<file path="src/include/nice_cfg.svh">
`ifndef NICE_CFG_SVH
`define NICE_CFG_SVH

// data and address width of the core
`define NICE_XLEN 32

// number of row buffer entries
`define NICE_ROWBUF_DP 4

// words moved by one rowsum or sbuf
// must stay at or below NICE_ROWBUF_DP
`define NICE_COL_NUM 3

// byte step between consecutive memory beats
`define NICE_ADDR_STEP 4

`endif

</file>
<file path="src/nice_core_pkg.sv">
`include "nice_cfg.svh"

package nice_core_pkg;

   ////////////////////////////////////////
   // shared datapath and control types
   ////////////////////////////////////////

   // FSM state, one per multi-cycle instruction
   typedef enum logic [1:0] {
      ST_IDLE,
      ST_ROWSUM,
      ST_SBUF
   } nice_state_e;

   // data or address word
   typedef logic [`NICE_XLEN-1:0] nice_word_t;

   // index into the row buffer
   typedef logic [$clog2(`NICE_ROWBUF_DP)-1:0] nice_idx_t;

endpackage

</file>
<file path="src/nice_isa_pkg.sv">
package nice_isa_pkg;

   ////////////////////////////////////////
   // custom instruction encoding
   ////////////////////////////////////////

   // only custom-3 is decoded (R type)
   typedef enum logic [6:0] {
      OPC_CUSTOM3 = 7'b1111011
   } nice_opcode_e;

   // func3 field of the kept instructions
   typedef enum logic [2:0] {
      F3_SBUF   = 3'b010,
      F3_ROWSUM = 3'b110
   } nice_func3_e;

   // func7 field of the kept instructions
   typedef enum logic [6:0] {
      F7_SBUF   = 7'b0000010,
      F7_ROWSUM = 7'b0000110
   } nice_func7_e;

   // decoded op, none also covers illegal encodings
   typedef enum logic [1:0] {
      OP_NONE,
      OP_ROWSUM,
      OP_SBUF
   } nice_op_e;

endpackage

</file>
<file path="src/nice_beat_if.sv">
interface nice_beat_if;
   import nice_core_pkg::*;

   // one accepted memory response of rowsum
   logic       beat_valid;
   nice_idx_t  beat_idx;
   nice_word_t beat_data;
   logic       beat_last;

   // sequencer side, drives one strobe per beat
   modport seq (
      output beat_valid,
      output beat_idx,
      output beat_data,
      output beat_last
   );

   // row buffer side, no back-pressure
   modport rbuf (
      input beat_valid,
      input beat_idx,
      input beat_data,
      input beat_last
   );

endinterface

</file>
<file path="src/nice_core.sv">
module nice_core (
   input  logic                      nice_clk,
   input  logic                      rst_n,
   // request from the main core
   input  logic                      nice_req_valid,
   output logic                      nice_req_ready,
   input  nice_core_pkg::nice_word_t nice_req_inst,
   input  nice_core_pkg::nice_word_t nice_req_rs1,
   // rs2 is not read by rowsum or sbuf
   input  nice_core_pkg::nice_word_t nice_req_rs2,
   // response to the main core
   output logic                      nice_rsp_valid,
   input  logic                      nice_rsp_ready,
   output nice_core_pkg::nice_word_t nice_rsp_rdat,
   output logic                      nice_rsp_err,
   // memory command
   output logic                      nice_icb_cmd_valid,
   input  logic                      nice_icb_cmd_ready,
   output nice_core_pkg::nice_word_t nice_icb_cmd_addr,
   output logic                      nice_icb_cmd_read,
   output nice_core_pkg::nice_word_t nice_icb_cmd_wdata,
   // memory response
   input  logic                      nice_icb_rsp_valid,
   output logic                      nice_icb_rsp_ready,
   input  nice_core_pkg::nice_word_t nice_icb_rsp_rdata,
   input  logic                      nice_icb_rsp_err,
   // status
   output logic                      nice_active,
   output logic                      nice_mem_holdup
);
   import nice_isa_pkg::*;
   import nice_core_pkg::*;

   ////////////////////////////////////////
   // internal wiring
   ////////////////////////////////////////
   nice_state_e state;
   nice_op_e    op;
   logic        start;
   logic        op_last_rsp;
   // sbuf reads the row buffer through these
   nice_idx_t   wr_idx;
   nice_word_t  wr_data;
   // rowsum result back to the control
   nice_word_t  sum;
   logic        sum_valid;

   // memory beats from sequencer to row buffer
   nice_beat_if beat ();

   ////////////////////////////////////////
   // instances
   ////////////////////////////////////////
   // decode, FSM and response
   nice_ctrl u_ctrl (.*);

   // memory command and response side
   nice_icb_seq u_icb_seq (.*);

   // row registers and accumulator
   nice_row_buf u_row_buf (.*);

endmodule

</file>
<file path="src/nice_ctrl.sv">
module nice_ctrl (
   input  logic                       nice_clk,
   input  logic                       rst_n,
   // request side
   input  logic                       nice_req_valid,
   input  nice_core_pkg::nice_word_t  nice_req_inst,
   output logic                       nice_req_ready,
   // memory handshake, watched for acceptance and response timing
   input  logic                       nice_icb_cmd_ready,
   input  logic                       nice_icb_rsp_valid,
   input  logic                       nice_icb_rsp_ready,
   input  logic                       nice_icb_rsp_err,
   input  logic                       op_last_rsp,
   // rowsum result
   input  nice_core_pkg::nice_word_t  sum,
   input  logic                       sum_valid,
   // response side
   input  logic                       nice_rsp_ready,
   output logic                       nice_rsp_valid,
   output nice_core_pkg::nice_word_t  nice_rsp_rdat,
   output logic                       nice_rsp_err,
   // control to the sequencer and row buffer
   output nice_core_pkg::nice_state_e state,
   output nice_isa_pkg::nice_op_e     op,
   output logic                       start,
   output logic                       nice_active,
   output logic                       nice_mem_holdup
);
   import nice_isa_pkg::*;
   import nice_core_pkg::*;

   logic state_idle;
   logic req_hsk;
   logic rsp_hsk;
   logic icb_rsp_hsk;
   logic sbuf_last_valid;
   logic err_r;

   ////////////////////////////////////////
   // decode
   ////////////////////////////////////////
   always_comb begin
      op = OP_NONE;
      if (nice_req_inst[6:0] == OPC_CUSTOM3) begin
         if (nice_req_inst[14:12] == F3_ROWSUM && nice_req_inst[31:25] == F7_ROWSUM) begin
            op = OP_ROWSUM;
         end else if (nice_req_inst[14:12] == F3_SBUF && nice_req_inst[31:25] == F7_SBUF) begin
            op = OP_SBUF;
         end
      end
   end

   assign state_idle = (state == ST_IDLE);

   // memory ops need the command port free, illegal ones drop through
   assign nice_req_ready = state_idle & ((op == OP_NONE) | nice_icb_cmd_ready);
   assign req_hsk        = nice_req_valid & nice_req_ready;
   assign start          = req_hsk & (op != OP_NONE);

   ////////////////////////////////////////
   // FSM
   ////////////////////////////////////////
   always_ff @(posedge nice_clk) begin
      if (!rst_n) begin
         state <= ST_IDLE;
      end else if (start) begin
         state <= (op == OP_ROWSUM) ? ST_ROWSUM : ST_SBUF;
      end else if (rsp_hsk) begin
         // both ops end on the core response transfer
         state <= ST_IDLE;
      end
   end

   ////////////////////////////////////////
   // response
   ////////////////////////////////////////
   assign icb_rsp_hsk = nice_icb_rsp_valid & nice_icb_rsp_ready;

   // last sbuf beat is either taken now or stalled by the sequencer
   assign sbuf_last_valid = (state == ST_SBUF)
                          & (op_last_rsp | (nice_icb_rsp_valid & ~nice_icb_rsp_ready));

   always_comb begin
      case (state)
         ST_ROWSUM: nice_rsp_valid = sum_valid;
         ST_SBUF:   nice_rsp_valid = sbuf_last_valid;
         default:   nice_rsp_valid = 1'b0;
      endcase
   end

   assign rsp_hsk       = nice_rsp_valid & nice_rsp_ready;
   // sbuf answers with zero
   assign nice_rsp_rdat = (state == ST_ROWSUM) ? sum : '0;

   // sticky bus error, collected over all beats of one op
   always_ff @(posedge nice_clk) begin
      if (!rst_n) begin
         err_r <= 1'b0;
      end else if (rsp_hsk) begin
         err_r <= 1'b0;
      end else if (!state_idle && icb_rsp_hsk && nice_icb_rsp_err) begin
         err_r <= 1'b1;
      end
   end

   // the held last sbuf beat adds its own error directly
   assign nice_rsp_err = nice_rsp_valid & (err_r | (sbuf_last_valid & nice_icb_rsp_err));

   // activity flags toward the main core
   assign nice_active     = state_idle ? nice_req_valid : 1'b1;
   assign nice_mem_holdup = ~state_idle;

endmodule

</file>
<file path="src/nice_icb_seq.sv">
`include "nice_cfg.svh"

module nice_icb_seq (
   input  logic                       nice_clk,
   input  logic                       rst_n,
   input  nice_core_pkg::nice_state_e state,
   input  nice_isa_pkg::nice_op_e     op,
   input  logic                       start,
   input  logic                       nice_req_valid,
   input  nice_core_pkg::nice_word_t  nice_req_rs1,
   input  logic                       nice_rsp_ready,
   // memory command
   output logic                       nice_icb_cmd_valid,
   input  logic                       nice_icb_cmd_ready,
   output nice_core_pkg::nice_word_t  nice_icb_cmd_addr,
   output logic                       nice_icb_cmd_read,
   output nice_core_pkg::nice_word_t  nice_icb_cmd_wdata,
   // memory response
   input  logic                       nice_icb_rsp_valid,
   output logic                       nice_icb_rsp_ready,
   input  nice_core_pkg::nice_word_t  nice_icb_rsp_rdata,
   // row buffer read port for sbuf
   output nice_core_pkg::nice_idx_t   wr_idx,
   input  nice_core_pkg::nice_word_t  wr_data,
   output logic                       op_last_rsp,
   nice_beat_if.seq                   beat
);
   import nice_isa_pkg::*;
   import nice_core_pkg::*;

   localparam int unsigned CNT_W = $clog2(`NICE_COL_NUM + 1);

   logic [CNT_W-1:0] cmd_cnt;
   logic [CNT_W-1:0] rsp_cnt;
   nice_word_t       addr_r;
   logic             state_idle;
   logic             cmd_hsk;
   logic             rsp_hsk;
   logic             rsp_last;

   assign state_idle = (state == ST_IDLE);
   assign cmd_hsk    = nice_icb_cmd_valid & nice_icb_cmd_ready;
   assign rsp_hsk    = nice_icb_rsp_valid & nice_icb_rsp_ready;
   assign rsp_last   = (rsp_cnt == CNT_W'(`NICE_COL_NUM - 1));

   ////////////////////////////////////////
   // command issue
   ////////////////////////////////////////
   always_comb begin
      if (state_idle) begin
         // column 0 leaves together with the request
         nice_icb_cmd_valid = nice_req_valid & (op != OP_NONE);
         nice_icb_cmd_addr  = nice_req_rs1;
         nice_icb_cmd_read  = (op == OP_ROWSUM);
         wr_idx             = '0;
      end else begin
         nice_icb_cmd_valid = (cmd_cnt < CNT_W'(`NICE_COL_NUM));
         nice_icb_cmd_addr  = addr_r;
         nice_icb_cmd_read  = (state == ST_ROWSUM);
         wr_idx             = nice_idx_t'(cmd_cnt);
      end
   end

   // reads carry no data
   assign nice_icb_cmd_wdata = nice_icb_cmd_read ? '0 : wr_data;

   // commands accepted so far
   always_ff @(posedge nice_clk) begin
      if (!rst_n) begin
         cmd_cnt <= '0;
      end else if (start) begin
         cmd_cnt <= CNT_W'(1);
      end else if (!state_idle && cmd_hsk) begin
         cmd_cnt <= cmd_cnt + 1'b1;
      end
   end

   // address of the next command
   always_ff @(posedge nice_clk) begin
      if (start) begin
         addr_r <= nice_req_rs1 + nice_word_t'(`NICE_ADDR_STEP);
      end else if (!state_idle && cmd_hsk) begin
         addr_r <= addr_r + nice_word_t'(`NICE_ADDR_STEP);
      end
   end

   ////////////////////////////////////////
   // response tracking
   ////////////////////////////////////////
   always_ff @(posedge nice_clk) begin
      if (!rst_n) begin
         rsp_cnt <= '0;
      end else if (start) begin
         rsp_cnt <= '0;
      end else if (!state_idle && rsp_hsk) begin
         rsp_cnt <= rsp_cnt + 1'b1;
      end
   end

   // last sbuf beat waits for the core response to go out
   assign nice_icb_rsp_ready = ~((state == ST_SBUF) & rsp_last & ~nice_rsp_ready);
   assign op_last_rsp        = ~state_idle & rsp_hsk & rsp_last;

   // rowsum beats toward the row buffer
   assign beat.beat_valid = (state == ST_ROWSUM) & rsp_hsk;
   assign beat.beat_idx   = nice_idx_t'(rsp_cnt);
   assign beat.beat_data  = nice_icb_rsp_rdata;
   assign beat.beat_last  = rsp_last;

endmodule

</file>
<file path="src/nice_row_buf.sv">
`include "nice_cfg.svh"

module nice_row_buf (
   input  logic                      nice_clk,
   input  logic                      rst_n,
   input  logic                      start,
   nice_beat_if.rbuf                 beat,
   // read port for sbuf write data
   input  nice_core_pkg::nice_idx_t  wr_idx,
   output nice_core_pkg::nice_word_t wr_data,
   // rowsum result
   output nice_core_pkg::nice_word_t sum,
   output logic                      sum_valid
);
   import nice_core_pkg::*;

   nice_word_t row_r [`NICE_ROWBUF_DP];
   logic       rcv_valid;
   logic       rcv_last;
   nice_idx_t  rcv_idx;
   nice_word_t rcv_data;
   nice_word_t acc_r;

   ////////////////////////////////////////
   // receive buffer
   ////////////////////////////////////////
   // adders below take their operand from a register, not from the bus
   always_ff @(posedge nice_clk) begin
      if (!rst_n) begin
         rcv_valid <= 1'b0;
      end else begin
         rcv_valid <= beat.beat_valid;
      end
   end

   always_ff @(posedge nice_clk) begin
      if (beat.beat_valid) begin
         rcv_idx  <= beat.beat_idx;
         rcv_data <= beat.beat_data;
         rcv_last <= beat.beat_last;
      end
   end

   ////////////////////////////////////////
   // row registers
   ////////////////////////////////////////
   // column-wise running sum over all rowsums since reset
   always_ff @(posedge nice_clk) begin
      if (!rst_n) begin
         for (int i = 0; i < `NICE_ROWBUF_DP; i++) begin
            row_r[i] <= '0;
         end
      end else if (rcv_valid) begin
         row_r[rcv_idx] <= row_r[rcv_idx] + rcv_data;
      end
   end

   assign wr_data = row_r[wr_idx];

   ////////////////////////////////////////
   // scalar accumulator
   ////////////////////////////////////////
   // column 0 restarts the sum
   always_ff @(posedge nice_clk) begin
      if (rcv_valid) begin
         acc_r <= (rcv_idx == '0) ? rcv_data : acc_r + rcv_data;
      end
   end

   // result stays valid until the next op starts
   always_ff @(posedge nice_clk) begin
      if (!rst_n) begin
         sum_valid <= 1'b0;
      end else if (start) begin
         sum_valid <= 1'b0;
      end else if (rcv_valid && rcv_last) begin
         sum_valid <= 1'b1;
      end
   end

   assign sum = acc_r;

endmodule
</file>
<file path="config.mk">
export PLATFORM = sky130hd
export DESIGN_NAME = nice_core
export DESIGN_NICKNAME = d
export VERILOG_FILES = /design/src/nice_core_pkg.sv /design/src/nice_isa_pkg.sv /design/src/nice_beat_if.sv /design/src/nice_core.sv /design/src/nice_ctrl.sv /design/src/nice_icb_seq.sv /design/src/nice_row_buf.sv
export VERILOG_INCLUDE_DIRS = /design/src /design/src/include
export SDC_FILE = /design/constraint.sdc
export NUM_CORES = 1
export LEC_CHECK = 0
export ABC_AREA = 1
export BUFFER_PORTS_ARGS = -buffer_cell sky130_fd_sc_hd__buf_2
export CORE_MARGIN = 4
export CORE_UTILIZATION = 59
export CTS_BUF_LIST = sky130_fd_sc_hd__clkbuf_16
export DETAILED_ROUTE_END_ITERATION = 10
export PLACE_DENSITY = 0.82
export SLEW_MARGIN = 20
export SYNTH_ARGS = -nofsm -noshare
export SYNTH_HDL_FRONTEND = slang
export SYNTH_SLANG_ARGS = --single-unit
</file>
<file path="constraint.sdc">
create_clock -name nice_clk -period 4.8 [get_ports nice_clk]
set_clock_uncertainty 0.05 [all_clocks]
set_input_delay 0.48 -clock nice_clk [delete_from_list [all_inputs] [get_ports nice_clk]]
set_output_delay 0.48 -clock nice_clk [all_outputs]
set_load 0.01 [all_outputs]
</file>
# Yosys cells after proc, flatten, opt, wreduce, memory -nomap -nowiden
# Memories as Yosys holds them, arrays and structs flattened. A register that Yosys moved wholly into a read port is not among the register bits.
# Cells that the tools add are included.
# totals
register_bits,108
ramBits,128
in_bits,135
output_inout_bits,104
word_cells,95
mem_count,1
# classes
addsub,6
magnitude_cmp,1
eq_ne,9
muxes,27
n_bitwise,23
n_reduce_logical,16
# mem_list
memory,depth,width,read_ports,rd_clocked_by_memory_dff,wr,line_no,source
u_row_buf.row_r,4,32,2,1,4,nice_row_buf.sv:17,nice_word_t row_r [`NICE_ROWBUF_DP];
# op_table
op,n
32-bit two-way mux,7
"32-bit by 3-bit adder with 32-bit output, second input constant",2
32-bit adder,2
32-bit OR reduction,1
2-bit two-way mux,9
1-bit bitwise AND,16
1-bit two-way mux,10
"7-bit by 2-bit == test with 1-bit output, second input constant",1
"7-bit by 3-bit == test with 1-bit output, second input constant",1
"7-bit == test, second input constant",1
1-bit logical AND,6
2-bit logical NOT,3
2-bit nonzero test,3
"2-bit by 1-bit adder with 2-bit output, second input constant",2
"2-bit by 1-bit == test with 1-bit output, second input constant",2
"2-bit == test, second input constant",2
1-bit inverter,4
2-bit OR reduction,2
"3-bit by 2-bit == test with 1-bit output, second input constant",1
"3-bit == test, second input constant",1
1-bit bitwise OR,3
"2-bit < comparator, second input constant",1
1-bit case mux with 2 select lines,1
1-bit logical NOT,1

# Longest topological paths before layout
# depth
depth_word,13
ltp_mapped,18
depth_no_buf,17

# Hierarchy
# A second synthesis with hierarchy kept.
# hier_totals
cells_unflattened,2530
area_unflattened_um2,17580.6
# by_module_without_submodules
mod,n_inst,cells_each,area_per_inst_um2,seq_area_each_um2
nice_row_buf,1,1833,13509.2,5935.7
nice_icb_seq,1,563,3420.8,1041.0
nice_ctrl,1,134,650.6,60.1

# Worst setup path after synthesis
# OpenSTA, ideal clock, no wires.
# synth_path
kind,register -> register
startpoint,reg u_row_buf.rcv_valid
endpoint,mem u_row_buf.row_r[0][0] (netlist bit) (enable)
setup_time_ns,0.466
arrival_time_ns,3.743
required_time_ns,4.284
setup_slack_ns,0.542
stages_incl_launch_ff,4
path_buffers,1
cell_sequence,dfxtp_1 -> nand2_1 -> clkbuf_1 -> o21ai_0
# synth_lines
element,line_no,source
"start, declared",nice_row_buf.sv:18,logic rcv_valid;
"start signal, assigned",nice_row_buf.sv:32,rcv_valid <= beat.beat_valid;
"end, declared",nice_row_buf.sv:17,

# Worst setup path after layout
# layout_path
startpoint,reg u_icb_seq.cmd_cnt[0]
endpoint,out nice_icb_cmd_wdata[31]
# layout_via
elab_chain_cells,3
# layout_rtl
element,line_no,source
"start, declared",nice_icb_seq.sv:33,logic [CNT_W-1:0] cmd_cnt;
"start signal, assigned",nice_icb_seq.sv:74,cmd_cnt <= cmd_cnt + 1'b1;
2-bit two-way mux,nice_icb_seq.sv:50,if (state_idle) begin
memory 4 x 32 bit,-,
32-bit two-way mux,nice_icb_seq.sv:65,assign nice_icb_cmd_wdata = nice_icb_cmd_read ? '0 : wr_data;
"end, declared",nice_core.sv:21,"output nice_core_pkg::nice_word_t nice_icb_cmd_wdata,"
# Every way passes these cells.

==> results.json <==
{
  "cp_data_required_time_ns": 4.27,
  "die_h_microns": 174,
  "worst_skew_pair.late_latency_ns": 0.56,
  "peakVddDrop_mv": 0.259,
  "cp_top_family": "buffers and inverters",
  "cellLeakagePower_nw": 8.41,
  "timing.setup.tns_ns": 0,
  "grt_start_max_net_pins": 67,
  "synth_top_family_by_area": "simple AND/OR/NAND/NOR gates",
  "clock_root_buffer_master": "sky130_fd_sc_hd__clkbuf_16",
  "synth_simple_gate_area_share_pct": 27.6,
  "die_area_sq_um": 30200,
  "start_kind": "register",
  "power.total_mw": 4.76,
  "timing.max_cap.violations": 0,
  "worst_setup_path_end_kind": "output pin",
  "post_route_cells_drive_above_1_share_pct": 13.9,
  "vias_per_cell": 5.85,
  "timing.final.ws_setup_ns": 0.621,
  "yosys_warnings": 0,
  "cts_tree": "done",
  "synth_compound_area_share_pct": 14.0,
  "global_route.peak_usage_layer": "met2",
  "via_count_of_the_first_global_routing_pass": 14927,
  "use_met2_pct": 55.4,
  "grt_first_pass_wirelength_microns": 77900,
  "run_status": "finished clean",
  "wl_per_cell_microns": 18.5,
  "maxSlewHeadroom_pct": 34.6,
  "final_cells": 2681,
  "maxClockFrequency_mhz": 239,
  "holdCritPathClass": "input port to register",
  "drt_wirelength_microns": 49700,
  "clock_pin_slew_reported_for_the_worst_setup_and_hold_paths_after_clock_tree_synthesis_ns": 0.06,
  "critical_path_buf_inv_count": 5,
  "fin_crit_ns": 4.18,
  "muxShareOfSynthArea_pct": 0,
  "drcViolationCount": 0,
  "number_of_buffers_created_by_cts": 27,
  "synth_fa_ha_area_share_pct": 5.50,
  "ctsResizeCount": 0,
  "yosysTopAreaCell": "sky130_fd_sc_hd__edfxtp_1",
  "cp_data_arrival_time_ns": 3.65,
  "cp_cell_sequence": "buf_4, inv_1, nor2_2, buf_4, inv_2, a21oi_1, o21ai_0, a21oi_1, buf_2",
  "fin_nets": 2523,
  "timing.final.crit_share_pct": 87.1,
  "post-synth-top-count-cell": "sky130_fd_sc_hd__nor2_1",
  "post_dp_cell_area_sq_um": 17400,
  "synthesis.instances": 2156,
  "finalHoldViolations": 0,
  "detail_route.first_pass.iterations": 6,
  "global_route.usage.met1_pct": 40.6,
  "worst-path-max-fanout": 59,
  "tightest_slew_ns": 0.979,
  "holdBufCountCts": 0,
  "yosys-top-cells-count": "sky130_fd_sc_hd__nor2_1, sky130_fd_sc_hd__nand2_1, sky130_fd_sc_hd__inv_1",
  "placed_cells_incl_taps": 2630,
  "setup_slack_after_placement_ns": 0.942,
  "antenna_violations_before_repair": 0,
  "post_cts.repair.setup_buffers": 0,
  "core_region_area_sq_um": 27000,
  "buffer_ports.inserted": 191,
  "synth.lib_cells_used.distinct": 47,
  "grt.overflow.total": 0,
  "synth_top_area_share_pct": 42.1,
  "timing.final.setup_violations": 0,
  "htreeDepth": 1,
  "netlist_top_cells_area": "sky130_fd_sc_hd__edfxtp_1, sky130_fd_sc_hd__nor2_1, sky130_fd_sc_hd__nand2_1",
  "asyncSetResetFlopFracSynth_pct": 0,
  "grt.total_usage_pct": 31.8,
  "final_max_slew_viol_count": 0,
  "floorplan.initialDensity_pct": 60.0,
  "synth_enable_flop_cells": 227,
  "predominant_post_synthesis_flop_cell": "sky130_fd_sc_hd__edfxtp_1",
  "placementRows": 60,
  "synth-xor-area-share_pct": 1.62,
  "unrepaired_setup_endpoints_after_global_routing": "false",
  "dr_total_vias": 15683,
  "clock_tree_sinks": 238,
  "synthToLayoutAreaGrowth_pct": 13.3,
  "cts-root-to-sink-buffers": 3,
  "synth_nets": 2361,
  "post-route-cell-area_sq_um": 18400,
  "critPathSlowestCell": "sky130_fd_sc_hd__inv_2",
  "crit_path_max_cell_delay_ns": 0.53,
  "synthesis.area_sq_um": 16200,
  "dieWidth_microns": 174,
  "path_class": "register to output pin",
  "detailed_placement_hpwl_microns": 34800,
  "gp_congestion": 0.955,
  "ant_nets": 0,
  "synth-seq-area-share_pct": 43.4,
  "synth_seq_cells": 238,
  "power-per-cell-area_nw_per_um2": 259,
  "syn-mean-instance-area_sq_um": 7.52,
  "top_level_ports": 239,
  "met3_usage_grt_pct": 3.14,
  "detailedRoute.firstIterationViolations": 1596
}
==> cell usage in the layout (no fill, tap or decap), types with 14 or more instances in the layout <==
cell type,synthesis,final
sky130_fd_sc_hd__nand2_2,19,19
sky130_fd_sc_hd__inv_1,238,237
sky130_fd_sc_hd__nand4_1,43,43
sky130_fd_sc_hd__o22ai_1,31,31
sky130_fd_sc_hd__o21ai_0,214,213
sky130_fd_sc_hd__edfxtp_1,227,227
sky130_fd_sc_hd__xor2_1,18,18
sky130_fd_sc_hd__buf_2,6,191
sky130_fd_sc_hd__or2_2,14,14
sky130_fd_sc_hd__ha_1,68,67
sky130_fd_sc_hd__nand3_1,68,68
sky130_fd_sc_hd__nor3_1,18,18
sky130_fd_sc_hd__clkbuf_16,0,27
sky130_fd_sc_hd__a21oi_1,117,116
sky130_fd_sc_hd__nand2_1,428,428
sky130_fd_sc_hd__buf_4,1,25
sky130_fd_sc_hd__nor2_1,439,437
sky130_fd_sc_hd__nor2_2,16,18
==> power by group <==
group	total (mW)	switching, mW	leakage (nW)	internal, mW
Sequential	2.33	0.0228	2.15	2.31
Clock	2.18	0.884	0.461	1.30
Combinational	0.253	0.158	5.80	0.0941
Total	4.76	1.06	8.41	3.70
==> routing by layer <==
layer / up-vias / part of all wire, %
met5: - / 0
met4: 0 / 4.4
met3: 129 / 8.7
met2: 851 / 48
met1: 7192 / 38
li1: 7511 / -
==> final timing paths <==
path                                           start  slack, ns  depth (start not counted)                                    to
max                u_icb_seq.cmd_cnt[0]$_SDFFE_PN0P_       0.62                          9                nice_icb_cmd_wdata[31]
min                           nice_icb_rsp_rdata[28]       0.05                          1      u_row_buf.rcv_data[28]$_DFFE_PP_
max reg2reg                                 register       0.79                         16  u_row_buf.row_r[0][18]$_SDFFCE_PN0P_
min reg2reg  u_icb_seq.beat.beat_idx[0]$_SDFFE_PP0P_       0.42                          0        u_row_buf.rcv_idx[0]$_DFFE_PP_
==> cell type report <==
type / count / area (sq um)
fill: 2241 / 8660
multi-input combinational: 1591 / 7920
sequential: 238 / 7040
inverter: 244 / 916
tap: 341 / 427
timing repair buffer: 216 / 1140
antenna: 1 / 2.50
clock buffer: 27 / 676
clock inverter: 23 / 248
==> sequential cells by signal (all words and copies together), names as in the netlist, named ones only <==
name / flops
u_icb_seq.cmd_cnt: 2
u_row_buf.rcv_idx: 2
u_row_buf.rcv_data: 32
u_ctrl.state: 2
u_row_buf.sum: 32
u_row_buf.row_r: 128
u_row_buf.sum_valid: 1
u_ctrl.err_r: 1
u_icb_seq.addr_r: 32
u_row_buf.rcv_valid: 1
u_icb_seq.beat.beat_idx: 2
u_row_buf.rcv_last: 1
==> stage by stage <==
stage | util, % | hold slack (ns)
3_5_place_dp | 64.5 | 0.410
6_report | 68.0 | 0.0495
5_1_grt | 67.9 | 0.0377
4_1_cts | 67.9 | 0.0347
2_1_floorplan | - | 0.380
3_3_place_gp | 64.5 | 0.394
==> cell families (layout without fill, tap and decap cells) <==
group | count (synthesis) | count (layout)
simple gates | 1071 | 1071
compound gates | 420 | 420
buf+inv | 327 | 510
flops | 238 | 238
fa+ha+maj | 70 | 70
xor+xnor | 30 | 30
other cells | 0 | 1
(Power assumes the default switching activity.)
